### src/pa_pkg.sv
package pa_pkg;

	// ALU built from four 4-bit slices
	localparam int SLICES = 4;
	localparam int SLICE_W = 4;

	// bit 0 is the most significant everywhere
	typedef logic [0:SLICES*SLICE_W-1] word_t;
	typedef logic [0:SLICE_W-1] nibble_t;
	typedef logic [0:7] byte_t;

	// slice function select, s3..s0
	typedef logic [3:0] alu_fn_t;

	// W bus source and A operand source selects
	typedef logic [2:0] wsel_t;
	typedef logic [1:0] asel_t;

	// AR decrement step
	localparam word_t AR_STEP_DN = 16'd4;

endpackage

### src/pa_flags.sv
`timescale 1ns/1ps

module pa_flags (
	input  logic clk_sys,
	input  logic rst_n,
	input  logic as2,
	input  logic strob1,
	input  logic am1,
	input  logic apb,
	input  logic amb,
	input  logic ap1,
	input  logic carry,
	input  pa_pkg::word_t f,
	input  logic a0,
	input  logic ac0,
	input  pa_pkg::nibble_t eqv,
	output logic s_1,
	output logic zs,
	output logic j,
	output logic wzi
);

	logic ext;

	// sign of the extended result, by operation class
	assign ext = (am1 & ~a0)
		| (apb & (a0 ^ ac0))
		| (amb & ~(a0 ^ ac0))
		| (ap1 & a0);

	assign s_1 = ~ext ^ ~carry;

	// zero only when the extension bit is clear too
	assign zs = (f == '0) & ~s_1;

	assign j = &eqv;

	always_ff @(posedge clk_sys or negedge rst_n) begin
		if (!rst_n) begin
			wzi <= 1'b0;
		end else if (as2 && strob1) begin
			wzi <= zs;
		end
	end

endmodule

### config.mk
export PLATFORM = sky130hd
export DESIGN_NAME = pa_flags
export DESIGN_NICKNAME = d
export VERILOG_FILES = /design/src/pa_pkg.sv /design/src/pa_flags.sv
export SDC_FILE = /design/constraint.sdc
export NUM_CORES = 1
export LEC_CHECK = 0
export ABC_AREA = 1
export BUFFER_PORTS_ARGS = -buffer_cell sky130_fd_sc_hd__clkbuf_2
export CELL_PAD_IN_SITES_DETAIL_PLACEMENT = 1
export CELL_PAD_IN_SITES_GLOBAL_PLACEMENT = 1
export CORE_UTILIZATION = 12
export DETAILED_ROUTE_END_ITERATION = 10
export MAX_ROUTING_LAYER = met4
export PLACE_DENSITY_LB_ADDON = 0.1
export SLEW_MARGIN = 40
export SYNTH_ARGS = -nofsm -noshare
export SYNTH_HDL_FRONTEND = slang
export SYNTH_SLANG_ARGS = --single-unit
### constraint.sdc
create_clock -name clk_sys -period 1.8 [get_ports clk_sys]
set_clock_uncertainty 0.1 [all_clocks]
set_input_delay 0.09 -clock clk_sys [delete_from_list [all_inputs] [get_ports clk_sys]]
set_output_delay 0.09 -clock clk_sys [all_outputs]
set_load 0.02 [all_outputs]
# Yosys cells after proc, flatten, opt, wreduce, memory -nomap -nowiden
# Cells that the tools add are included.
# Widths: inputs -> output; s select.
[word_totals]
reg_bits = 1
elab_cells = 19
[classes]
bitwise = 15
reduce_logical = 3
[ops]
columns = ["cell", "count"]
rows = [
  ["$logic_not 16->1", 1],
  ["$and 1x1->1", 5],
  ["$not 1->1", 5],
  ["$reduce_and 4->1", 1],
  ["$or 1x1->1", 3],
  ["$xor 1x1->1", 2],
  ["$logic_and 1x1->1", 1],
]

# Depth between registers and ports, before layout
# Gate-level depths: netlist of the first run.
[depth]
ltp_word = 9
mapped_depth = 9
mapped_depth_nobuf = 9

# Worst setup path before layout of the first run
# OpenSTA, ideal clock, no wires.
[synth_timing]
path_type = "in2out"
start = "in f[3]"
end = "out zs"
setup_slack_ps = 694
t_required_ps = 1610
t_arrival_ps = 916
stages = 4
path_cell_list = "nor2_1 > nand4_1 > nor2_1 > a21boi_0"
[synth_between]
elab_chain_len = 2
[synth_rtl]
columns = ["item", "line", "source"]
rows = [
  ["start: declaration", "pa_flags.sv:13", "input pa_pkg::word_t f,"],
  ["$logic_not 16->1", "pa_flags.sv:34", "assign zs = (f == '0) & ~s_1;"],
  ["$and 1x1->1", "pa_flags.sv:34", ""],
  ["end: declaration", "pa_flags.sv:18", "output logic zs,"],
]
# Every way passes these cells.

# Worst setup path after layout of the first run
[layout_timing]
start = "in f[1]"
end = "out zs"
# The elaborated chain is that of the path after synthesis.

==> results_dict.tcl, run 1 <==
set metrics [dict create \
    status "finished clean" \
    finalWeightedCongestion 0.529 \
    worstPathArrival_ps 880 \
    p_comb_frac 0.735 \
    grt_antenna_before_repair 0 \
    top_register "wzi" \
    drtAntennaViolNets 0 \
    insertion_delay_ps 0 \
    setup_violations 0 \
    yosys-top-cells-area "nand2_1, nor2_1, dfrtp_1" \
    synth_area_per_cell_um2 4.75 \
    switching_share 0.329 \
    postCtsSetupRepairBufs 0 \
    netlist_area_um2 185 \
    grt_overflow 0 \
    die_w_um 41.3 \
    p_sw_mw 0.0284 \
    grt_pass1_vias 225 \
    max-vdd-ir-drop_v 0.000135 \
    end_kind "output port" \
    relSlewSlack 0.903 \
    total_power_mw 0.0862 \
    grt_pass1_wl_um 717 \
    final_max_slew_viol_count 0 \
    fin_crit_ps 1070 \
    synth-compound-area-share 0.0405 \
    synth_cell_type_count 9 \
    detailed_place_hpwl_um 648 \
    post_drt_wl_per_cell_um 7.19 \
    hold_class "primary input to flip-flop" \
    start_util 0.136 \
    timing.max_cap.violations 0 \
    rsz0062_at_grt "no" \
    synth_top_area_frac 0.264 \
    highest_layer "met3" \
    diodes 0 \
    reg2reg_from "wzi" \
    drt_wl_total_um 640 \
    p_per_area_mw_per_mm2 225 \
    nets 107 \
    drt_first_pass_iters 4 \
    final_util 0.281 \
    io_pins 35 \
    grt_max_degree 4 \
    largest_reg_flops 1 \
    leakage_nw 0.265 \
    synth-seq-cells 1 \
    synth_nets 70 \
    critical_path_class "primary input to output port" \
    tightest_slew_ps 144 \
    vias 361 \
    rows 13 \
    tns_ps 0 \
    cpPeakStageDelay_ps 190 \
    remaining_drc_errors 0 \
    met2_wirelength_um 327 \
    die_area_mm2 0.00170 \
    reg_top3 "wzi: 1 flops" \
    synth_top_area_cell "nand2_1" \
    hold_viol_final 0 \
    slowest_stage "a21boi_0" \
    synthSimpleGateAreaFrac 0.682 \
    area_growth_pct 107 \
    postSynthCellCount 39 \
    wl_met1_um 223 \
    timing.fmax_ghz 0.931 \
    clkPwrFrac 0 \
    grtUsageTotal 0.0604 \
    startpoint_type "primary input" \
    synthMuxAreaShare 0 \
    path_max_fanout 2 \
    reg2regPathDepth 2 \
    yosysWarnings 0 \
    cp.required_ps 1610 \
    dieHeight_um 41.3 \
    vias_per_cell 4.06 \
    r2r-end "wzi" \
    dr.first_iter.drc_count 2 \
    intPower_mw 0.0578 \
    finalCritPeriodShare 0.597 \
    synth_top_family_by_area "simple AND/OR/NAND/NOR gates" \
    endpoint "zs" \
    layout-drive-gt1-share 0.486 \
    synth_xor_area_frac 0 \
    portBuffers 34 \
    seqPwrFrac 0.265 \
    cp-startpoint "f[1]" \
    ys_seq_area_frac 0.135 \
    hold_ws_ps 276 \
    clkTransAtPathRegs_ps 0 \
    r2r_slack_ps 1110 \
    route.met3.wl_um 89 \
    num-fill-cells 202 \
    path_cells "clkbuf_2, nor2_1, nand4_1, nor2_1, a21boi_0, clkbuf_2" \
    core_mm2 0.00137 \
    synth_fa_ha_area_frac 0 \
]
## kinds of logic after synthesis
| group | Yosys count |
|---|---|
| buffers and inverters | 7 |
| DFF | 1 |
| and+or+nand+nor | 30 |
| AOI/OAI and AO/OA | 1 |
## worst max-delay path: cells and delay by family
kind / cells / cell delay [ps]
simple gates: 3 / 330
buf+inv: 2 / 270
compound gates: 1 / 190
## what timing repair did
| action | in CTS | in global routing |
|---|---|---|
| hold endpoints to repair | 1 | 0 |
| hold buffers | 1 | 0 |
| gates resized for setup | 0 | 0 |
## per-stage QoR
stage,std cells,area [µm²],setup slack [ps]
3_3_place_gp,88,374,687
4_1_cts,89,384,688
6_report,89,384,725
2_1_floorplan,39,185,694
3_5_place_dp,88,374,688
5_1_grt,89,384,560
## synthesized netlist by cell type
| cell | count |
|---|---|
| inv_1 | 6 |
| dfrtp_1 | 1 |
| nand3_1 | 3 |
| nand2_2 | 1 |
| nand2_1 | 13 |
| nand4_1 | 3 |
| a21boi_0 | 1 |
| nor2_1 | 10 |
| inv_2 | 1 |
## how the worst min path moves through the flow
stage            from  end  slack (ps)  cells past startpoint
3_5_place_dp    rst_n  wzi        -230                      1
3_3_place_gp    rst_n  wzi        -230                      1
6_report       strob1  wzi         280                      4
4_1_cts        strob1  wzi         290                      4
2_1_floorplan   rst_n  wzi        -310                      0
5_1_grt        strob1  wzi         310                      4
## power groups by stage
stage	clock (mW)	sequential [mW]	combinational [mW]
after CTS	0	0.0229	0.0648
after detailed placement	0	0.0229	0.0629
after floorplan	0	0.0229	0.0243
final	0	0.0229	0.0634
after global placement	0	0.0229	0.0621
after global routing	0	0.0229	0.0723
## placed cells by master (no fill, tap or decap)
| cell type | Yosys | final |
|---|---|---|
| nor2_1 | 10 | 10 |
| nand3_1 | 3 | 3 |
| dlygate4sd3_1 | 0 | 1 |
| inv_1 | 6 | 6 |
| dfrtp_1 | 1 | 1 |
| nand4_1 | 3 | 3 |
| a21boi_0 | 1 | 1 |
| inv_2 | 1 | 1 |
| nand2_2 | 1 | 1 |
| clkbuf_2 | 0 | 34 |
| nand2_1 | 13 | 13 |
## routing by layer
metal / vias up / track usage
li1: 190 / -
met1: 147 / 0.0637
met2: 24 / 0.121
met3: 0 / 0.0109
met4: 0 / 0
met5: - / -
## cell type report
cell class / count / area (µm²) / share of cell area
multi-input combinational: 31 / 134 / 0.349
tap: 15 / 18.8 / 0.0489
timing repair buffer: 35 / 180 / 0.469
sequential: 1 / 25.0 / 0.0651
inverter: 7 / 26.3 / 0.0684
Power figures use the tool's default switching activity.
==> run 2: changes to the inputs <==
Settings changed: CORE_UTILIZATION 12 to 11.
Clock period 1.8 ns to 1 ns, I/O delays scaled along.
==> results_dict.tcl, run 2 (synthesized netlist as in run 1, its figures left out) <==
set metrics [dict create \
    p_per_area_mw_per_mm2 415 \
    grt_pass1_wl_mm 1.08 \
    post_drt_wl_per_cell_um 8.36 \
    use_met1 0.0969 \
    drtAntennaViolNets 0 \
    die_w_um 43.0 \
    grt_max_degree 4 \
    hold_viol_final 0 \
    relSlewSlack 0.902 \
    layout-drive-gt1-share 0.703 \
    grt_antenna_before_repair 0 \
    met3_usage 0.0128 \
    vias 380 \
    grtUsageTotal 0.0713 \
    status "finished clean" \
    cpMostUsedCell "buf_6" \
    top_usage_layer "met2" \
    timing.max_cap.violations 0 \
    cpPeakStageDelay_ps 180 \
    timing.fmax_ghz 1.04 \
    detailed_place_hpwl_um 646 \
    critical_path_class "primary input to output port" \
    setup_violations 0 \
    largest_reg_flops 1 \
    finalCritPeriodShare 0.961 \
    top_register "wzi" \
    slowest_stage "a21boi_2" \
    vias_per_cell 4.22 \
    reg_top3 "wzi: 1 flops" \
    cp.required_ps 850 \
    final-instance-count-excl-fill 90 \
    nets 107 \
    grt_pass1_vias 286 \
    startpoint_type "primary input" \
    drt_first_pass_iters 1 \
    final_util 0.330 \
    io_pins 35 \
    rsz0062_at_grt "yes" \
    max-vdd-ir-drop_v 0.000244 \
    core_mm2 0.00154 \
    hold_class "primary input to flip-flop" \
    drt_wl_total_um 752 \
    final_common_cell "clkbuf_2" \
    grt_overflow 0 \
    path_max_fanout 2 \
    worstPathArrival_ps 810 \
    rows 14 \
    start_util 0.120 \
    grt_use_met2 0.118 \
    path_cells "buf_6, nor2_4, nand4_1, nor2_2, a21boi_2, buf_6" \
    insertion_delay_ps 0 \
    leakage_nw 0.294 \
    dp.cells 89 \
    end_kind "output port" \
    fin_crit_ps 961 \
    dieHeight_um 43.0 \
    clkTransAtPathRegs_ps 0 \
    final_cell_mix "clkbuf_2, nand2_2, nand2_1, nor2_1, buf_6" \
    final_max_slew_viol_count 0 \
    area_growth_pct 174 \
    remaining_drc_errors 0 \
    dr.first_iter.drc_count 0 \
    die_area_mm2 0.00185 \
    diodes 0 \
    finalWeightedCongestion 0.646 \
    portBuffers 34 \
    tightest_slew_ps 147 \
]
[run 2: worst max-delay path, delay by kind of cell]
family,cells,cell delay [ps]
and+or+nand+nor,3,360
buffers and inverters,2,230
AOI/OAI and AO/OA,1,180
[run 2: path summary, 6_finish.rpt]
kind / slack, ps / depth (start not counted) / startpoint / endpoint
worst max-delay path: 40 / 6 / f[8] / zs
worst min register to register: 360 / 2 / wzi / wzi
min in group asynchronous: 280 / 2 / rst_n / wzi
worst max register to register: 320 / 2 / wzi / wzi
worst min-delay path: 240 / 4 / strob1 / wzi
max in group asynchronous: 430 / 2 / rst_n / wzi
[run 2: final cells by class]
| type | count | area, µm² |
|---|---|---|
| repair buffers | 35 | 231 |
| fillers | 218 | 1030 |
| flip-flops and latches | 1 | 25.0 |
| well taps | 16 | 20.0 |
| inverters | 7 | 31.3 |
| multi-input cells | 31 | 200 |
[run 2: timing repair]
item	CTS	global route
hold buffers	1	0
endpoints found under the setup margin	0	3
hold endpoints to repair	1	0
resized for setup	0	37
buffers inserted	0	0
[run 2: routing by layer]
metal / routed length [µm] / vias up
met1: 269 / 162
met5: 0 / -
met4: 0 / 0
met2: 372 / 26
li1: - / 192
met3: 111 / 0
[run 2: power breakdown]
| group | switching (mW) | internal (mW) | leakage (nW) | total [mW] |
|---|---|---|---|---|
| clock network | 0 | 0 | 0 | 0 |
| registers | 0.000000266 | 0.0412 | 0.0140 | 0.0412 |
| logic | 0.0746 | 0.0950 | 0.281 | 0.170 |
[run 2: metrics by stage]
stage                     setup WS (ps)  setup TNS (ps)  hold slack [ps]  instance area [µm²]  total power [mW]
final                              38.9               0              237                  508             0.211
after global routing              -49.3           -59.4              281                  508             0.229
after CTS                          7.08               0              252                  385             0.158
after detailed placement           7.99               0             -274                  375             0.155
after global placement             1.59               0             -274                  375             0.154
after floorplan                     118               0             -346                  185            0.0851
