### src/pa_pkg.sv
package pa_pkg;

	// ALU built from four 4-bit slices
	localparam int SLICES = 4;
	localparam int SLICE_W = 4;

	// bit 0 is the most significant everywhere
	typedef logic [0:SLICES*SLICE_W-1] word_t;
	typedef logic [0:SLICE_W-1] nibble_t;
	typedef logic [0:7] byte_t;

	// slice function select, s3..s0
	typedef logic [3:0] alu_fn_t;

	// W bus source and A operand source selects
	typedef logic [2:0] wsel_t;
	typedef logic [1:0] asel_t;

	// AR decrement step
	localparam word_t AR_STEP_DN = 16'd4;

endpackage

### src/pa_amux.sv
`timescale 1ns/1ps

module pa_amux (
	input  pa_pkg::word_t l,
	input  pa_pkg::word_t ir,
	input  pa_pkg::word_t ar,
	input  pa_pkg::word_t ic,
	input  pa_pkg::asel_t asel,
	input  logic blank_a0,
	input  logic blank_a8,
	input  logic blank_a10,
	output pa_pkg::word_t a
);

	pa_pkg::word_t src;

	always_comb begin
		case (asel)
			2'd0: src = l;
			2'd1: src = ar;
			2'd2: src = ic;
			// low byte of l on top, low byte of ir below
			default: src = {l[8:15], ir[8:15]};
		endcase
	end

	// three groups blanked independently
	assign a[0:7] = blank_a0 ? 8'd0 : src[0:7];
	assign a[8:9] = blank_a8 ? 2'd0 : src[8:9];
	assign a[10:15] = blank_a10 ? 6'd0 : src[10:15];

endmodule

### config.mk
export PLATFORM = sky130hd
export DESIGN_NAME = pa_amux
export DESIGN_NICKNAME = d
export VERILOG_FILES = /design/src/pa_pkg.sv /design/src/pa_amux.sv
export SDC_FILE = /design/constraint.sdc
export NUM_CORES = 1
export LEC_CHECK = 0
export BUFFER_PORTS_ARGS = -buffer_cell sky130_fd_sc_hd__buf_4
export CAP_MARGIN = 40
export CELL_PAD_IN_SITES_DETAIL_PLACEMENT = 1
export CELL_PAD_IN_SITES_GLOBAL_PLACEMENT = 1
export CORE_ASPECT_RATIO = 0.75
export CORE_MARGIN = 2
export CORE_UTILIZATION = 15
export DETAILED_ROUTE_END_ITERATION = 10
export GPL_ROUTABILITY_DRIVEN = 1
export PLACE_DENSITY = 0.76
export SETUP_SLACK_MARGIN = 0.3
export SYNTH_ARGS = -nofsm -noshare
export SYNTH_HDL_FRONTEND = slang
export SYNTH_SLANG_ARGS = --single-unit
### constraint.sdc
create_clock -name vclk -period 0.9
set_clock_uncertainty 0.05 [all_clocks]
set_input_delay 0.135 -clock vclk [all_inputs]
set_output_delay 0.135 -clock vclk [all_outputs]
set_load 0.005 [all_outputs]
==> Yosys cells after proc, flatten, opt, wreduce, memory -nomap -nowiden <==
Cells that the tools add are included.
{ "word_totals": {"output_inout_bits": 16, "regBits": 0} }
{ "op_classes": {"n_eq_ne": 2, "mux": 4, "reduce_logical": 1} }
{ "ops": {"columns": ["op", "count"], "rows": [
  ["16-bit one-hot mux with 3 select lines", 1],
  ["8-bit 2-to-1 mux", 1],
  ["6-bit 2-to-1 mux", 1],
  ["2-bit by 1-bit equality test with 1-bit output, second input constant", 1],
  ["2-bit equality test, second input constant", 1],
  ["2-bit logical NOT", 1],
  ["2-bit 2-to-1 mux", 1]
]} }

==> Longest topological paths before layout <==
Gate-level depths: netlist of run 1.
{ "depth": {"depth_word": 3, "mapped_depth": 4} }

==> Least setup slack after synthesis of run 1 <==
OpenSTA, ideal clock, no wires.
{ "synth_path": {"path_kind": "input port to output port", "startpoint": "input port asel[0]", "endpoint": "output port a[6]", "path_buffers": 0, "stages": 2, "arrival_time_ps": 734, "setup_slack_ps": -19, "path_cell_list": "mux4_2 -> nor2b_1"} }
{ "synth_via": {"elab_chain_len": 3} }
{ "synth_rtl": {"columns": ["item", "line", "text"], "rows": [
  ["from (decl)", "pa_amux.sv:8", "input pa_pkg::asel_t asel,"],
  ["2-bit equality test, or another cell as far along", "pa_amux.sv:18", "case (asel)"],
  ["16-bit one-hot mux with 3 select lines (*)", "pa_amux.sv:18", null],
  ["2-bit 2-to-1 mux (*)", "pa_amux.sv:29", "assign a[8:9] = blank_a8 ? 2'd0 : src[8:9];"],
  ["to (decl)", "pa_amux.sv:12", "output pa_pkg::word_t a"]
]} }
Mark *: on every way between the ends. The rest lies on a longest branch, timed or not.

==> Final worst setup path of run 1 <==
Same ends and word-level chain as after synthesis.

==> results of run 1 <==
==> power by group through the flow <==
stage / registers [mW] / clock network, mW / logic (mW)
floorplan: 0 / 0 / 0.285
global placement: 0 / 0 / 0.602
detailed placement: 0 / 0 / 0.616
CTS: 0 / 0 / 0.671
global route: 0 / 0 / 0.730
finish: 0 / 0 / 0.681
==> cells in the mapped netlist, drive strengths merged <==
cell type	number
buf	4
clkbuf	2
mux2i	28
mux4	2
nand2b	2
nor2b	2
o22ai	14
or2	2
==> repair_timing <==
| item | in CTS | in global routing |
|---|---|---|
| setup endpoints to repair | 16 | 16 |
| resized for setup | 17 | 6 |
| buffers inserted | 1 | 0 |
| hold endpoints to repair | 0 | 0 |
==> through the flow <==
stage	instance area (um^2)	power [mW]	setup TNS (ns)	utilization, %
2_1_floorplan	642	0.285	-0.0275	-
3_3_place_gp	1250	0.602	-3.63	38.3
3_5_place_dp	1250	0.616	-3.92	38.3
4_1_cts	1330	0.671	-3.34	40.8
5_1_grt	1370	0.730	-3.73	41.8
6_report	1370	0.681	-3.03	41.8
==> final timing paths <==
check	start	end	slack, ns	cells after the start
max	asel[0]	a[6]	-0.24	4
min	blank_a8	a[6]	0.47	3
==> area by class of cell <==
type	count	area share, %
timing repair buffer	85	50.5
tap	40	3.67
multi-input combinational	50	45.8
==> cells by family (layout without fill, tap and decap cells) <==
family          count (synthesis)  count (layout)  share of synthesized area, %
mux                            30              30                          63.9
simple gates                    6               6                          7.37
buf+inv                         6              85                          11.5
compound gates                 14              14                          17.2
==> tightest hold or removal path, cell delays in order <==
cell and delay (ns):
sky130_fd_sc_hd__buf_4 0.11, sky130_fd_sc_hd__nor2b_4 0.04, sky130_fd_sc_hd__buf_6 0.10
==> metal layers <==
layer / part of all wire (%) / track usage (%)
met5: 0 / 0
met4: 1.1 / 0
met3: 8.0 / 1.29
met2: 52 / 25.6
met1: 38 / 14.3
==> reports/qor_table.md, run 1 <==
| Quantity | This run |
|---|---|
| Outcome | finished, violations left |
| Failing checks | negative setup slack |
| Dominant cells by area after synthesis | sky130_fd_sc_hd__mux2i_1 55%, sky130_fd_sc_hd__o22ai_1 17%, sky130_fd_sc_hd__mux4_2 8.8% |
| Area of the die | 3880 um^2 |
| Final weighted congestion of routability-driven global placement | 0.658 |
| Sequential cell area in the final layout | 0 um^2 |
| Drt first-iter violations | 12 |
| Sum of routed wire length over all layers | 2550 um |
| Slew margin rel. | 76.6% |
| Global routing usage summed across all routing layers | 12.2% |
| Category of cells accounting for the largest share of critical-path delay | multiplexers |
| Signed area change from the synthesized netlist to the final layout | 168% |
| Initial Utilization | 15.6% |
| Highest fanout seen on the critical path | 4 |
| Achievable clock frequency | 880 MHz |
| Unrepaired setup endpoints after global routing | true |
| Synthesized area | 509 um^2 |
| Max-cap check violation count | 0 |
| Via count of the first global-routing pass | 854 |
| Unique masters post-synth | 11 |
| Largest vdd supply drop | 0.000161 V |
| Post-placement worst setup slack | -0.298 ns |
| Critical path's slowest cell | sky130_fd_sc_hd__mux4_2 |
| Detailed placer's ending HPWL | 2230 um |
| Number of routed nets with antenna violations | 0 |
| Shortest clock period the worst path allows after layout | 1.14 ns |
| Count of endpoints failing hold in the final timing report | 0 |
| Count of unresolved DRC violations after routing | 0 |
| Number of antenna cells inserted | 0 |
| Setup Viol. Count Final | 16 |
| Area share of the largest cell type after synthesis | 55.0% |
| Number of vias in the routed layout | 785 |
| Non-filler cells in the finished layout | 175 |
| Die height | 54.5 um |
| Worst setup margin | -0.237 ns |
| Net switching power of the design | 0.235 mW |
| Kind of capture point of the worst setup path | output pin |
| Combinational share of power | 100.0% |
| Num sequential | 0 |
| Measured slew at the worst slew-check pin | 0.351 ns |
| Crit share post-route | 126% |
| Io pins | 85 |
| Total of clock buffers placed in the layout | 0 |
| Std-Cell Rows | 18 |
| Arrival @ worst endpoint | 0.95 ns |
| Number of antenna violations at the first check in global routing | 0 |
| Cell-internal power | 0.446 mW |
| Buf+Inv Stages, Crit Path | 2 |
| Fraction of layout cells with a size suffix above 1 | 85.9% |
| Pwr per Cell Area | 499 nW/um^2 |
| Most common cell after layout, fill and taps aside | sky130_fd_sc_hd__buf_4 |
| Worst Hold Slack | 0.474 ns |
| Share of synthesized area occupied by flip-flops and latches | 0% |
| Crit path launch type | primary input |
| Average wire length per cell after detail routing | 14.6 um |
| First-pass iteration count of the detailed router | 4 |
| Post-placement cell count | 174 |
| Mapped Nets | 125 |
| Multi-input logic area | 626 um^2 |
| # hold bufs at CTS | 0 |
| Critical path class | primary input to output pin |
| Grt ovf | 0 |
| Count of pins over their slew limit | 0 |
| Type of the most critical hold path | primary input to output pin |
| Die span in x | 71.3 um |
| Gate count of the mapped netlist | 56 |
| Stage delay of the slowest cell on the critical path | 0.48 ns |
| Power share of the clock group | 0% |
| Count of buffers from port buffering | 77 |
| Critical Path, Cell by Cell | buf_12 -> mux4_2 -> nor2b_4 -> buf_6 |
| Post-DR vias/cell | 4.49 |
| Sequential fraction of design power | 0% |
| Net Sw Frac | 34.5% |
| Wire length of the first global-routing pass | 3810 um |
| Worst EP required | 0.71 ns |
| Synthesized area per cell | 9.09 um^2 |
| Number of warning messages in the yosys log | 0 |
| Number of nets in the layout | 206 |
| Number of fill cells | 372 |
| Most frequent cells in the layout | 79 x sky130_fd_sc_hd__buf_4, 17 x sky130_fd_sc_hd__mux2i_1, 14 x sky130_fd_sc_hd__o22ai_2 |
| Lkg Pwr | 0.665 nW |
| Largest area contributor in the netlist | sky130_fd_sc_hd__mux2i_1 |
| Largest net degree at the start of global routing | 21 |
| Floorplan Core Area | 3270 um^2 |
(Power assumes the default switching activity.)
==> run 2, diff against run 1 <==
--- a/config.mk
+++ b/config.mk
@@ -5,6 +5,7 @@
 export SDC_FILE = /design/constraint.sdc
 export NUM_CORES = 1
 export LEC_CHECK = 0
+export ABC_AREA = 1
 export BUFFER_PORTS_ARGS = -buffer_cell sky130_fd_sc_hd__buf_4
 export CAP_MARGIN = 40
 export CELL_PAD_IN_SITES_DETAIL_PLACEMENT = 1
@@ -14,7 +15,7 @@
 export CORE_UTILIZATION = 15
 export DETAILED_ROUTE_END_ITERATION = 10
 export GPL_ROUTABILITY_DRIVEN = 1
-export PLACE_DENSITY = 0.76
+export PLACE_DENSITY = 0.92
 export SETUP_SLACK_MARGIN = 0.3
 export SYNTH_ARGS = -nofsm -noshare
 export SYNTH_HDL_FRONTEND = slang
==> run 2 against run 1 <==
- the run still ends with negative setup slack left
- synthesized area rose by 20%
- via count rose by 47%
- final cell count rose by 58%
- combinational power fell by 2%
- critical path depth rose by 4
- sequential share of layout area did not move
- first-iteration DRC count rose by 130%
- setup slack improved by 0.073 ns
- final area rose by 6.0%
- global-route usage rose by 1.6 points
- non-clock buffer count rose by 4
- power fell by 2.4%
- largest cell class unchanged
- highest routed layer is now met3
==> reports/qor_table.md, run 2 <==
| Quantity | This run |
|---|---|
| Gate count of the mapped netlist | 141 |
| Count of pins over their slew limit | 0 |
| Die span in x | 77.7 um |
| Count of buffers from port buffering | 77 |
| Power share of the clock group | 0% |
| Critical Path, Cell by Cell | buf_12 -> nor2_4 -> buf_12 -> nand2_1 -> nand3_1 -> nand2_1 -> inv_1 -> buf_4 |
| Most common cell after layout, fill and taps aside | sky130_fd_sc_hd__buf_4 |
| Slew margin rel. | 89.9% |
| Setup Viol. Count Final | 16 |
| Std-Cell Rows | 20 |
| Synthesized area | 611 um^2 |
| Area share of the largest cell type after synthesis | 26.2% |
| Number of routed nets with antenna violations | 0 |
| Average wire length per cell after detail routing | 11.8 um |
| Initial Utilization | 15.3% |
| Area of the die | 4600 um^2 |
| Number of vias in the routed layout | 1154 |
| Count of endpoints failing hold in the final timing report | 0 |
| Drt first-iter violations | 28 |
| Floorplan Core Area | 3980 um^2 |
| Crit share post-route | 118% |
| Failing checks | negative setup slack |
| Count of unresolved DRC violations after routing | 0 |
| Grt ovf | 0 |
| Most frequent cells in the layout | 80 x sky130_fd_sc_hd__buf_4, 32 x sky130_fd_sc_hd__nand2_1, 30 x sky130_fd_sc_hd__nor2_1 |
| Io pins | 85 |
| Sequential cell area in the final layout | 0 um^2 |
| Detailed placer's ending HPWL | 2700 um |
| Kind of capture point of the worst setup path | output pin |
| Number of antenna violations at the first check in global routing | 0 |
| Via count of the first global-routing pass | 1173 |
| Fraction of layout cells with a size suffix above 1 | 48.0% |
| Die height | 59.3 um |
| Dominant cells by area after synthesis | sky130_fd_sc_hd__nand3_1 26%, sky130_fd_sc_hd__nand2_1 20%, sky130_fd_sc_hd__nor2_1 20% |
| Cell-internal power | 0.391 mW |
| Pwr per Cell Area | 460 nW/um^2 |
| Synthesized area per cell | 4.33 um^2 |
| Type of the most critical hold path | primary input to output pin |
| Largest net degree at the start of global routing | 13 |
| Stage delay of the slowest cell on the critical path | 0.14 ns |
| Total of clock buffers placed in the layout | 0 |
| Worst EP required | 0.71 ns |
| # hold bufs at CTS | 0 |
| Lkg Pwr | 0.827 nW |
| Post-DR vias/cell | 4.18 |
| Highest fanout seen on the critical path | 12 |
| Critical path class | primary input to output pin |
| Measured slew at the worst slew-check pin | 0.152 ns |
| Sum of routed wire length over all layers | 3250 um |
| Share of the core filled with cells | 36.4% |
| Net Sw Frac | 41.2% |
| Signed area change from the synthesized netlist to the final layout | 137% |
| Unrepaired setup endpoints after global routing | true |
| Overall power after layout | 0.665 mW |
| Num sequential | 0 |
| Largest area contributor in the netlist | sky130_fd_sc_hd__nand3_1 |
| Mapped Nets | 210 |
| Max-cap check violation count | 0 |
| Shortest clock period the worst path allows after layout | 1.06 ns |
| Crit path launch type | primary input |
| Number of nets in the layout | 292 |
| Worst Hold Slack | 0.547 ns |
| Worst setup margin | -0.164 ns |
| Post-placement worst setup slack | -0.226 ns |
| Share of synthesized area occupied by flip-flops and latches | 0% |
| Largest vdd supply drop | 0.000158 V |
| Arrival @ worst endpoint | 0.88 ns |
| Combinational share of power | 100.0% |
| Multi-input logic area | 557 um^2 |
| Net switching power of the design | 0.274 mW |
| First-pass iteration count of the detailed router | 3 |
| Critical path's slowest cell | sky130_fd_sc_hd__buf_12 |
| Number of antenna cells inserted | 0 |
| Achievable clock frequency | 940 MHz |
| Wire length of the first global-routing pass | 5240 um |
| Number of fill cells | 531 |
| Global routing usage summed across all routing layers | 13.8% |
| Outcome | finished, violations left |
| Final weighted congestion of routability-driven global placement | 0.708 |
| Number of warning messages in the yosys log | 0 |
| Sequential fraction of design power | 0% |
| Cell types with the highest counts after synthesis | 32 x sky130_fd_sc_hd__nand2_1, 32 x sky130_fd_sc_hd__nand3_1, 32 x sky130_fd_sc_hd__nor2_1 |
| Unique masters post-synth | 11 |
[run 2: cells by family (layout without fill, tap and decap cells)]
group	count (synthesis)	count (layout)	synth area share (%)
simple gates	98	98	67.6
buf+inv	27	107	19.3
compound gates	16	16	13.1
[run 2: path summary, 6_finish.rpt]
check	slack, ns	cells after the start	to	start
min	0.55	5	a[7]	blank_a8
max	-0.16	8	a[4]	asel[1]
[run 2: worst max-delay path, delay by kind of cell]
family / cells / cell delay [ns]
buffers and inverters: 4 / 0.43
AND/OR/NAND/NOR: 4 / 0.32
[run 2: routing by layer]
layer  share of wire [%]  global-route usage (%)  vias up
met5                   0                       0        -
met3                 5.3                   0.915        0
met1                  44                    16.8      506
met2                  51                    28.0       39
li1                    -                       -      609
met4                   0                   0.510        0
[run 2: stage by stage]
| stage | cell area [um^2] | TNS, ns | cells |
|---|---|---|---|
| after CTS | 1400 | -2.46 | 276 |
| after detailed placement | 1340 | -3.23 | 275 |
| final | 1450 | -2.24 | 276 |
| after floorplan | 673 | 0 | 141 |
| after global placement | 1340 | -2.98 | 275 |
| after global routing | 1450 | -3.21 | 276 |
[run 2: what timing repair did]
item | 4_1_cts | 5_1_grt
setup buffers | 0 | 0
resized for setup | 14 | 14
cloned | 1 | 0
setup endpoints to repair | 16 | 16
pin swaps | 1 | 1
[run 2: cell type report]
cell class | instances | area share (%)
tap | 55 | 4.76
multi-input combinational | 114 | 38.5
timing repair buffer | 89 | 51.7
inverter | 18 | 5.02
[run 2: power groups by stage]
stage          registers (mW)  clock network (mW)  logic, mW
5_1_grt                     0                   0      0.738
3_3_place_gp                0                   0      0.604
2_1_floorplan               0                   0      0.244
6_report                    0                   0      0.665
4_1_cts                     0                   0      0.654
3_5_place_dp                0                   0      0.616
