**config.mk**
```make
export PLATFORM = sky130hd
export DESIGN_NAME = pa_wbus
export DESIGN_NICKNAME = d
export VERILOG_FILES = /design/src/pa_pkg.sv /design/src/pa_wbus.sv
export SDC_FILE = /design/constraint.sdc
export NUM_CORES = 1
export LEC_CHECK = 0
export BUFFER_PORTS_ARGS = -buffer_cell sky130_fd_sc_hd__buf_2
export CORE_MARGIN = 1
export CORE_UTILIZATION = 35
export DETAILED_ROUTE_END_ITERATION = 10
export GPL_TIMING_DRIVEN = 1
export PLACE_DENSITY = 0.91
export RECOVER_POWER = 25
export SYNTH_ARGS = -nofsm -noshare
export SYNTH_HDL_FRONTEND = slang
export SYNTH_SLANG_ARGS = --single-unit
export TNS_END_PERCENT = 10
```
**constraint.sdc**
```tcl
create_clock -name vclk -period 2.2
set_clock_uncertainty 0.15 [all_clocks]
set_input_delay 0.44 -clock vclk [all_inputs]
set_output_delay 0.44 -clock vclk [all_outputs]
set_load 0.02 [all_outputs]
```
**src/pa_pkg.sv**
```systemverilog
package pa_pkg;

	// ALU built from four 4-bit slices
	localparam int SLICES = 4;
	localparam int SLICE_W = 4;

	// bit 0 is the most significant everywhere
	typedef logic [0:SLICES*SLICE_W-1] word_t;
	typedef logic [0:SLICE_W-1] nibble_t;
	typedef logic [0:7] byte_t;

	// slice function select, s3..s0
	typedef logic [3:0] alu_fn_t;

	// W bus source and A operand source selects
	typedef logic [2:0] wsel_t;
	typedef logic [1:0] asel_t;

	// AR decrement step
	localparam word_t AR_STEP_DN = 16'd4;

endpackage

```
**src/pa_wbus.sv**
```systemverilog
`timescale 1ns/1ps

module pa_wbus (
	input  pa_pkg::word_t ir,
	input  pa_pkg::word_t ki,
	input  pa_pkg::word_t rdt,
	input  pa_pkg::word_t kl,
	input  pa_pkg::word_t a,
	input  pa_pkg::word_t ac,
	input  pa_pkg::word_t at,
	input  pa_pkg::wsel_t wsel,
	input  logic blank_hi,
	input  logic blank_lo,
	input  logic w_dt,
	output pa_pkg::word_t w,
	output pa_pkg::word_t ddt
);

	pa_pkg::byte_t w_hi;
	pa_pkg::byte_t w_lo;

	// each byte is selected on its own so that source 4 can swap
	always_comb begin
		case (wsel)
			3'd0: w_hi = a[0:7];
			3'd1: w_hi = ac[0:7];
			3'd2: w_hi = at[0:7];
			3'd3: w_hi = ki[0:7];
			3'd4: w_hi = 8'd0;
			3'd5: w_hi = rdt[0:7];
			3'd6: w_hi = kl[0:7];
			default: w_hi = ir[0:7];
		endcase
		if (blank_hi) begin
			w_hi = 8'd0;
		end
	end

	always_comb begin
		case (wsel)
			3'd0: w_lo = a[8:15];
			3'd1: w_lo = ac[8:15];
			3'd2: w_lo = at[8:15];
			3'd3: w_lo = ki[8:15];
			// high byte of ac moved down
			3'd4: w_lo = ac[0:7];
			3'd5: w_lo = rdt[8:15];
			3'd6: w_lo = kl[8:15];
			default: w_lo = ir[8:15];
		endcase
		if (blank_lo) begin
			w_lo = 8'd0;
		end
	end

	assign w = {w_hi, w_lo};

	// data bus carries W only when enabled
	assign ddt = w_dt ? w : '0;

endmodule

```
# After elaboration in Yosys (flattened, before gate mapping)
# Index checks and enable logic that the tools add are counted.
[word_totals] reg_bits=0 input_bits=118 out_inout_bits=32 word_cells=12
[op_classes] n_eq_ne=6 mux=5 reduce_logical=1
[op_table] operator="$pmux W8 S7" n=2
[op_table] operator="$mux W16" n=1
[op_table] operator="$mux W8" n=2
[op_table] operator="$eq A3 B3 Y1 const B" n=3
[op_table] operator="$eq A3 B2 Y1 const B" n=2
[op_table] operator="$eq A3 B1 Y1 const B" n=1
[op_table] operator="$logic_not A3 Y1" n=1

# Longest topological paths before layout
# Gate-level depths: netlist of run 1.
[depth] depth_word=4 depth_mapped=7

# Worst setup path after synthesis of run 1
# Ideal clock, no wire load.
[synth_path] path_kind="input port to output port" start="in wsel[0]" end="out ddt[11]" arrival_ns=1.787 path_slack_ns=-0.177 path_stages=6 n_path_buf=2 path_cell_list="buf_2 or2_1 clkbuf_2 o32ai_1 a211oi_1 nor3_1"
[synth_via] elab_chain_len=4 word_cells_on_any_way=10 cone_classes="eq/ne (6); mux (3); reduce/logical (1)"
[synth_rtl] item="start: declaration" line_no="pa_wbus.sv:11" rtl="input pa_pkg::wsel_t wsel,"
[synth_rtl] item="$eq A3 B3 Y1, or another cell as far along" line_no="pa_wbus.sv:24" rtl="case (wsel)"
[synth_rtl] item="$pmux W8 S7 (*)" line_no="pa_wbus.sv:24"
[synth_rtl] item="$mux W8 (*)" line_no="pa_wbus.sv:34" rtl="if (blank_hi) begin"
[synth_rtl] item="$mux W16 (*)" line_no="pa_wbus.sv:59" rtl="assign ddt = w_dt ? w : '0;"
[synth_rtl] item="end: declaration" line_no="pa_wbus.sv:16" rtl="output pa_pkg::word_t ddt"
# Mark *: on every way between the ends. The rest lies on a longest branch, timed or not.

# Worst setup path after layout of run 1
[layout_path] start="in wsel[2]" end="out w[6]"
[layout_via] elab_chain_len=3 word_cells_on_any_way=9 cone_classes="eq/ne (6); mux (2); reduce/logical (1)"
[layout_rtl] item="$eq A3 B3 Y1, or another cell as far along" line_no="pa_wbus.sv:40" rtl="case (wsel)"
[layout_rtl] item="$pmux W8 S7 (*)" line_no="pa_wbus.sv:40"
[layout_rtl] item="$mux W8 (*)" line_no="pa_wbus.sv:51" rtl="if (blank_lo) begin"
[layout_rtl] item="end: declaration" line_no="pa_wbus.sv:15" rtl="output pa_pkg::word_t w,"
# Marks and branches as above.

==> metrics.txt, run 1 <==
status=complete, but fails checks; failing checks=negative setup slack; setup ws final=-0.0778 ns; crit start category=primary input; Diodes inserted=0; area leader, netlist=nor2_1; num sequential=0; Worst VDD drop=0.104 mV; routed wire length=6.05 mm; first-pass GRT wire length=7.96 mm; total overflow reported by the global router=0; final hold viol count=0; Die Y=61.8 um; num rows=21; part of the Yosys area used for sequential elements=0%; I/O Buffers=150; RSZ-0062 raised after global routing=true; Starting Density=37.0%; Tcrit/Tclk final=104%; nets=473; Avg WL per Cell=15.2 um; Final min period=2.28 ns; I/O pin count=150; initial antenna violation count=0; register area=0 sq um; top post-synthesis cells by area=nor2_1 (9.9%), nor3_1 (9.6%), o32ai_1 (9.1%), a221oi_2 (8.4%), mux2i_1 (8.0%); post-route DRC violation count=0; Slew Viols, Final=0; Critical-path top delay cell=a221o_1; CP bufs+invs=2; WP data arrival=1.69 ns; vias post-DR=2163; die area=3820 sq um; cell area after layout=2560 sq um; post-synthesis cell area=1250 sq um; synth warn=0; final setup fails=16; worst-margin pin slew=0.409 ns; Max Fclk=439 MHz; Layout Cells excl Fill=399; critical path's top delay family=compound AO/OA/AOI/OAI gates; Netlist cell types=30; GP Congestion=0.854; total global-route track usage=27.9%; core box area=3390 sq um; critical path's largest stage delay=0.35 ns; CLK BUF=0; Rel. slew slack=72.7%; Hold Worst Slack=1.12 ns; pre-CTS WS=-0.304 ns; router iterations before antenna repair=4; PwrDens=223 nW/um^2; HP Class=primary input to output port; crit path max fanout=8; Crit. End Element=output port; Antenna Nets Post-Route=0; Setup CP Type=primary input to output port; placed cell area=2180 sq um; syn nets=320; worst path cell trace=buf_8 > and2_4 > a221o_1 > a221oi_4 > nor3_2 > buf_2; placed cells=397; area grow syn2layout=105%; vias in the first global route=1787; top-area cell type share of the netlist area=9.89%; vias per inst=5.42; share of cells above drive strength 1=67.4%; Post-DP HPWL=4.74 mm; 1st-iter DRT viols=91; Max-Cap Viols=0; Avg Cell Area, Syn=6.20 sq um; Static Leak=1.29 nW; fillers=264; WP data required=1.61 ns; Cells after Synth=202; die width=61.8 um; largest net degree at the start of global routing=18
[kinds of logic (layout without fill, tap and decap cells)]
kind of cell	Yosys count	count (layout)	share of synthesized area (%)
AOI/OAI and AO/OA	60	60	38.9
buffers and inverters	38	189	14.1
muxes	12	12	10.7
and+or+nand+nor	92	92	36.4
[synth_stat cells (all sizes together)]
master  number
o32ai       14
mux4         1
mux2         1
and2         2
buf         16
nand3        9
a21oi        8
nand2b       2
nor2        34
or2          2
a211oi       7
nor3        24
a221o        7
nand2        9
inv         16
o21ai       16
nor2b        2
nor3b        8
mux2i       10
clkbuf       6
a221oi       8
[final cells by class]
class	instances	area, sq um	share of cell area (%)
Inverter	16	60.1	2.34
Timing Repair Buffer	173	1030	40.3
Tap cell	46	57.6	2.25
Multi-Input combinational cell	164	1410	55.1
[where the power goes]
group / leakage, nW / total [W] / internal, W / switching (W)
sequential: 0 / 0 / 0 / 0
combinational: 1.29 / 0.000572 / 0.000272 / 0.000300
clock: 0 / 0 / 0 / 0
[cells in the final DEF, fill, tap and decap left out, types with 2 or more instances in the layout]
cell | netlist | layout
buf_2 | 11 | 143
nor2_1 | 33 | 31
buf_4 | 1 | 20
inv_1 | 16 | 16
nor3_2 | 0 | 14
o32ai_2 | 1 | 13
nor3_1 | 24 | 10
nand3_1 | 9 | 9
nand2_1 | 9 | 8
mux2i_1 | 10 | 7
a211oi_2 | 0 | 7
a221o_1 | 7 | 7
a21oi_1 | 8 | 7
o21ai_0 | 16 | 6
a221oi_2 | 7 | 6
nor3b_1 | 8 | 6
o21ai_1 | 0 | 5
o21ai_2 | 0 | 5
buf_12 | 0 | 4
buf_6 | 2 | 4
or2_4 | 0 | 2
mux2i_4 | 0 | 2
a221oi_4 | 0 | 2
nor2b_1 | 2 | 2
nor3b_2 | 0 | 2
[metal layers]
layer	track usage, %	share of wire (%)	routed length, um	vias up
met5	0	0	0	-
met4	5.40	1.7	101	0
met3	2.69	7.9	480	11
met2	50.4	50	3030	137
met1	35.9	40	2440	955
li1	-	-	-	1060
[what timing repair did]
| item | 4_1_cts | 5_1_grt |
|---|---|---|
| hold buffers | 0 | 0 |
| pin swaps | 17 | 12 |
| gates cloned | 1 | 0 |
| endpoints found under the setup margin | 32 | 32 |
| resized for setup | 48 | 33 |
| hold endpoints to repair | 0 | 0 |
| buffers inserted | 0 | 1 |
[stage by stage]
step	power (W)	setup TNS, ns	util (%)
6_report	0.000572	-0.410	75.6
5_1_grt	0.000615	-1.94	75.6
4_1_cts	0.000524	-0.326	70.9
3_5_place_dp	0.000472	-5.80	64.4
3_3_place_gp	0.000466	-5.23	64.4
2_1_floorplan	0.000267	-2.33	-
[worst paths after layout]
kind / start / to / slack (ns) / depth (start not counted)
min: ir[12] / w[12] / 1.12 / 4
max: wsel[2] / w[6] / -0.08 / 6
Note: power is estimated with default switching activity, not from simulation.
==> run 2: changes to the inputs <==
CELL_PAD_IN_SITES_DETAIL_PLACEMENT = 0   (was unset)
CELL_PAD_IN_SITES_GLOBAL_PLACEMENT = 1   (was unset)
CORE_UTILIZATION = 20   (was 35)
PLACE_DENSITY = 0.89   (was 0.91)
==> run 2 against run 1 <==
Cell area up 12%; sequential cell count did not move; fmax down 0.56%; non-clock buffer count increased by 8; sequential share of layout area unchanged; largest cell class unchanged; the flow still finishes with violations (negative setup slack); via count rose by 2.2%; global-route usage decreased by 8.6 points; worst setup slack got worse by 0.013 ns; combinational power rose by 13%.
==> metrics.txt, run 2 (synthesis results as in run 1) <==
I/O Buffers=150 (unchanged); router iterations before antenna repair=4 (unchanged); Static Leak=1.36 nW (+5.7%); Crit. End Element=output port; critical path's largest stage delay=0.25 ns (-0.10 ns); crit start category=primary input; share of cells above drive strength 1=69.5% (+2.1 points); nets=481 (+1.7%); largest net degree at the start of global routing=25 (+7); commonest non-fill, non-tap cell in the layout=buf_2; I/O pin count=150 (unchanged); placed cell area=2270 sq um (+4.1%); Critical Path Source=wsel[1]; GP Congestion=0.774 (-9.4%); Worst VDD drop=0.119 mV (+14%); total overflow reported by the global router=0 (unchanged); core box area=5990 sq um (+77%); CP bufs+invs=3 (+1); commonest cells after routing, fill and taps aside=buf_2 (126), buf_4 (44), nor2_1 (32), nor3_2 (16), inv_1 (15); most frequent CP cell=buf_12; worst-margin pin slew=0.420 ns (+0.0110 ns); post-route DRC violation count=0 (unchanged); cell depth of the worst setup path=7 (+1); critical path's top delay family=simple AND/OR/NAND/NOR gates; final setup fails=29 (+13); Max-Cap Viols=0 (unchanged); WP data arrival=1.70 ns (about the same); total global-route track usage=19.3% (-8.6 points); TNS Setup=-1.25 ns (-0.840 ns); first-pass GRT wire length=9.85 mm (+24%); Avg WL per Cell=16.1 um (+6.1%); HP Class=primary input to output port; Tcrit/Tclk final=104% (+0.59 points); Starting Density=20.9% (-16 points); Layout Cells excl Fill=436 (+9.3%); area grow syn2layout=129%; routed wire length=7.02 mm (+16%); cell area after layout=2860 sq um (+12%); status=complete, but fails checks; RSZ-0062 raised after global routing=true; vias per inst=5.07 (-6.5%); final hold viol count=0 (unchanged); PwrDens=226 nW/um^2 (+1.3%); Die Y=81.1 um (+31%); vias in the first global route=2085 (+17%); Rel. slew slack=71.7% (-1.0 points); hold_buf cts=0 (unchanged); Slew Viols, Final=0 (unchanged); Critical-path top delay cell=or2_4; placed cells=428 (+7.8%); register area=0 sq um (unchanged); die area=6580 sq um (+72%); 1st-iter DRT viols=48 (-47%); Max Fclk=437 MHz (-0.56%); WP data required=1.61 ns (about the same); Final min period=2.29 ns (+0.0129 ns); Post-DP HPWL=5.37 mm (+13%); num rows=28 (+33%); num sequential=0 (unchanged); Setup CP Type=primary input to output port; setup ws final=-0.0907 ns (-0.0129 ns); worst path cell trace=buf_12 > or2_4 > buf_12 > nor2_8 > a221oi_4 > nor3b_2 > buf_4; failing checks=negative setup slack; CP endpoint=ddt[7]; Final Util=47.8% (-28 points); CLK BUF=0 (unchanged); Diodes inserted=0 (unchanged); die width=81.1 um (+31%); initial antenna violation count=0 (unchanged); crit path max fanout=7 (-1); Antenna Nets Post-Route=0 (unchanged); vias post-DR=2211 (+2.2%)
==> run 2: cell count changes in the layout (fill, tap and decap cells not counted), moves of 5 or more <==
| cell | previous run | this run |
|---|---|---|
| a221oi_2 | 6 | 1 |
| o32ai_2 | 13 | 8 |
| o21ai_0 | 6 | 11 |
| buf_4 | 20 | 44 |
| a221oi_4 | 2 | 7 |
| nor3b_1 | 6 | 1 |
| o32ai_4 | 1 | 6 |
| nor3b_2 | 2 | 7 |
| buf_2 | 143 | 126 |
==> run 2: metrics by stage <==
| stage | hold slack (ns) | power (W) | worst slack [ns] |
|---|---|---|---|
| global placement | 1.12 | 0.000495 | -0.279 |
| global route | 1.19 | 0.000689 | -0.132 |
| detailed placement | 1.12 | 0.000499 | -0.341 |
| floorplan | 0.960 | 0.000267 | -0.148 |
| CTS | 1.13 | 0.000587 | -0.118 |
| finish | 1.13 | 0.000647 | -0.0907 |
==> run 2: metal layers <==
metal / part of all wire, % / global-route usage [%] / vias to the layer above / wire, um
met5: 0 / 0 / - / 0
met3: 6.4 / 2.36 / 8 / 449
met4: 1.3 / 2.50 / 0 / 92
li1: - / - / 1075 / -
met1: 39 / 20.4 / 1017 / 2750
met2: 53 / 40.3 / 111 / 3720
==> run 2: power by group <==
part,switching (W),leakage (nW),internal (W),total [W]
sequential,0,0,0,0
combinational,0.000330,1.36,0.000317,0.000647
clock,0,0,0,0
total,0.000330,1.36,0.000317,0.000647
==> run 2: how the worst min path moves through the flow <==
stage                     slack [ns]       to  cells after the start    from
final                           1.13    w[12]                      4  ir[12]
after global routing            1.19    w[12]                      4  ir[12]
after CTS                       1.13    w[12]                      4  ir[12]
after detailed placement        1.12    w[11]                      4  ir[11]
after global placement          1.12    w[12]                      4  ir[12]
after floorplan                 0.96  ddt[15]                      2  ir[15]
==> run 2: final cells by class <==
type,count,area (sq um)
fill,586,3130
multi-input combinational,164,1520
timing repair buffer,181,1180
tap,75,93.8
inverter,16,63.8
==> run 2: timing repair <==
action / 4_1_cts / 5_1_grt
pin swaps: 28 / 28
gates cloned: 1 / 1
resized for setup: 64 / 38
setup endpoints to repair: 32 / 32
buffers inserted: 1 / 5
==> run 3: changes to the inputs <==
CORE_ASPECT_RATIO = 0.5   (was unset)
SETUP_SLACK_MARGIN = 0.02   (was unset)
TNS_END_PERCENT = unset   (was 10)
==> run 3 against run 2 <==
The run still ends with negative setup slack left; utilization grew 6.8 points; cell area increased by 9.8%; fmax is 0.76% lower; critical path type unchanged; final cell count rose by 3.4%; sequential share of layout area unchanged; combinational power increased by 11%; largest power group unchanged.
==> metrics.txt, run 3 (synthesis results as in run 1) <==
Starting Density=21.8% (+0.86 points); placed cells=441 (+3.0%); RSZ-0062 raised after global routing=true; post-route DRC violation count=0 (unchanged); CP bufs+invs=2 (-1); num sequential=0 (unchanged); critical path's top delay family=compound AO/OA/AOI/OAI gates; Setup CP Type=primary input to output port; Antenna Nets Post-Route=0 (unchanged); hold-critical path depth=3 (-1); 1st-iter DRT viols=189 (+290%); cell depth of the worst setup path=6 (-1); Avg WL per Cell=17.3 um (+7.7%); Pwr Total=0.000720 W (+11%); Tcrit/Tclk final=105% (+0.79 points); Diodes inserted=0 (unchanged); nets=487 (+1.2%); share of cells above drive strength 1=73.8% (+4.3 points); vias post-DR=2329 (+5.3%); Final Util=54.6% (+6.8 points); GP Congestion=0.856 (+11%); worst-margin pin slew=0.527 ns (+0.107 ns); crit start category=primary input; largest net degree at the start of global routing=30 (+20%); Critical-path top delay cell=a221oi_4; setup ws final=-0.108 ns (-0.0175 ns); total overflow reported by the global router=0 (unchanged); routed wire length=7.81 mm (+11%); failing checks=negative setup slack; commonest non-fill, non-tap cell in the layout=buf_2; total global-route track usage=19.8% (+0.51 points); router iterations before antenna repair=4 (unchanged); Post-DP HPWL=5.31 mm (-1.2%); Layout Cells excl Fill=451 (+3.4%); Static Leak=1.43 nW (+5.3%); critical path's largest stage delay=0.39 ns (+0.14 ns); final setup fails=20 (-31%); WP data required=1.61 ns (about the same); Slew Viols, Final=0 (unchanged); placed cell area=2360 sq um (+3.9%); TNS Setup=-0.859 ns (+0.392 ns); commonest cells after routing, fill and taps aside=buf_2 (117), buf_4 (46), nor2_1 (27), nor3_2 (19), inv_1 (15); vias per inst=5.16 (+1.8%); Worst VDD drop=0.0693 mV (-42%); cell area after layout=3140 sq um (+9.8%); register area=0 sq um (unchanged); worst path cell trace=buf_12 > and2_4 > a221o_1 > a221oi_4 > nor3b_2 > buf_4; vias in the first global route=2067 (-0.86%); initial antenna violation count=0 (unchanged); PwrDens=229 nW/um^2 (+1.4%); core box area=5750 sq um (-4.0%); Final min period=2.31 ns (+0.0175 ns); HP Class=primary input to output port; Die Y=58.0 um (-29%); Max Fclk=433 MHz (-0.76%); CLK BUF=0 (unchanged); WP data arrival=1.72 ns (+0.02 ns); crit path max fanout=8 (+1); I/O pin count=150 (unchanged); I/O Buffers=150 (unchanged); area grow syn2layout=151%; final hold viol count=0 (unchanged); die area=6600 sq um (+0.28%); die width=114 um (+40%); first-pass GRT wire length=10.4 mm (+5.0%); status=complete, but fails checks; num rows=19 (-32%); Rel. slew slack=64.9% (-6.8 points); Max-Cap Viols=0 (unchanged); Crit. End Element=output port
-- run 3: final cells by class --
type / count / area (sq um)
inverters: 16 / 63.8
fillers: 497 / 2610
multi-input cells: 165 / 1680
repair buffers: 186 / 1290
well taps: 84 / 105
-- run 3: per-layer routing --
metal  track usage, %  wire length, um
met4             4.64              315
met2             37.2             4190
met1             25.3             2990
met5                0                0
met3            0.941              321
-- run 3: path summary, 6_finish.rpt --
check / startpoint / to / slack, ns
max: wsel[1] / ddt[6] / -0.11
min: blank_hi / w[15] / 1.15
-- run 3: per-stage QoR --
step / setup WS [ns] / hold WS (ns)
4_1_cts: -0.120 / 1.14
2_1_floorplan: -0.130 / 0.960
5_1_grt: -0.185 / 1.19
3_5_place_dp: -0.275 / 1.12
6_report: -0.108 / 1.15
3_3_place_gp: -0.313 / 1.12
-- run 3: where the power goes --
part	leakage [nW]	total, W	internal (W)	switching, W
clock network	0	0	0	0
logic	1.43	0.000720	0.000354	0.000366
registers	0	0	0	0
total	1.43	0.000720	0.000354	0.000366
-- run 3: worst min-delay path: stages --
cell    delay [ns]
buf_2         0.23
nor3_4        0.07
buf_6         0.12
-- run 3: what timing repair did --
item | 4_1_cts | 5_1_grt
setup endpoints to repair | 32 | 32
setup buffers | 6 | 7
gates resized for setup | 81 | 66
hold buffers | 0 | 0
pin swaps | 31 | 33
gates cloned | 2 | 2
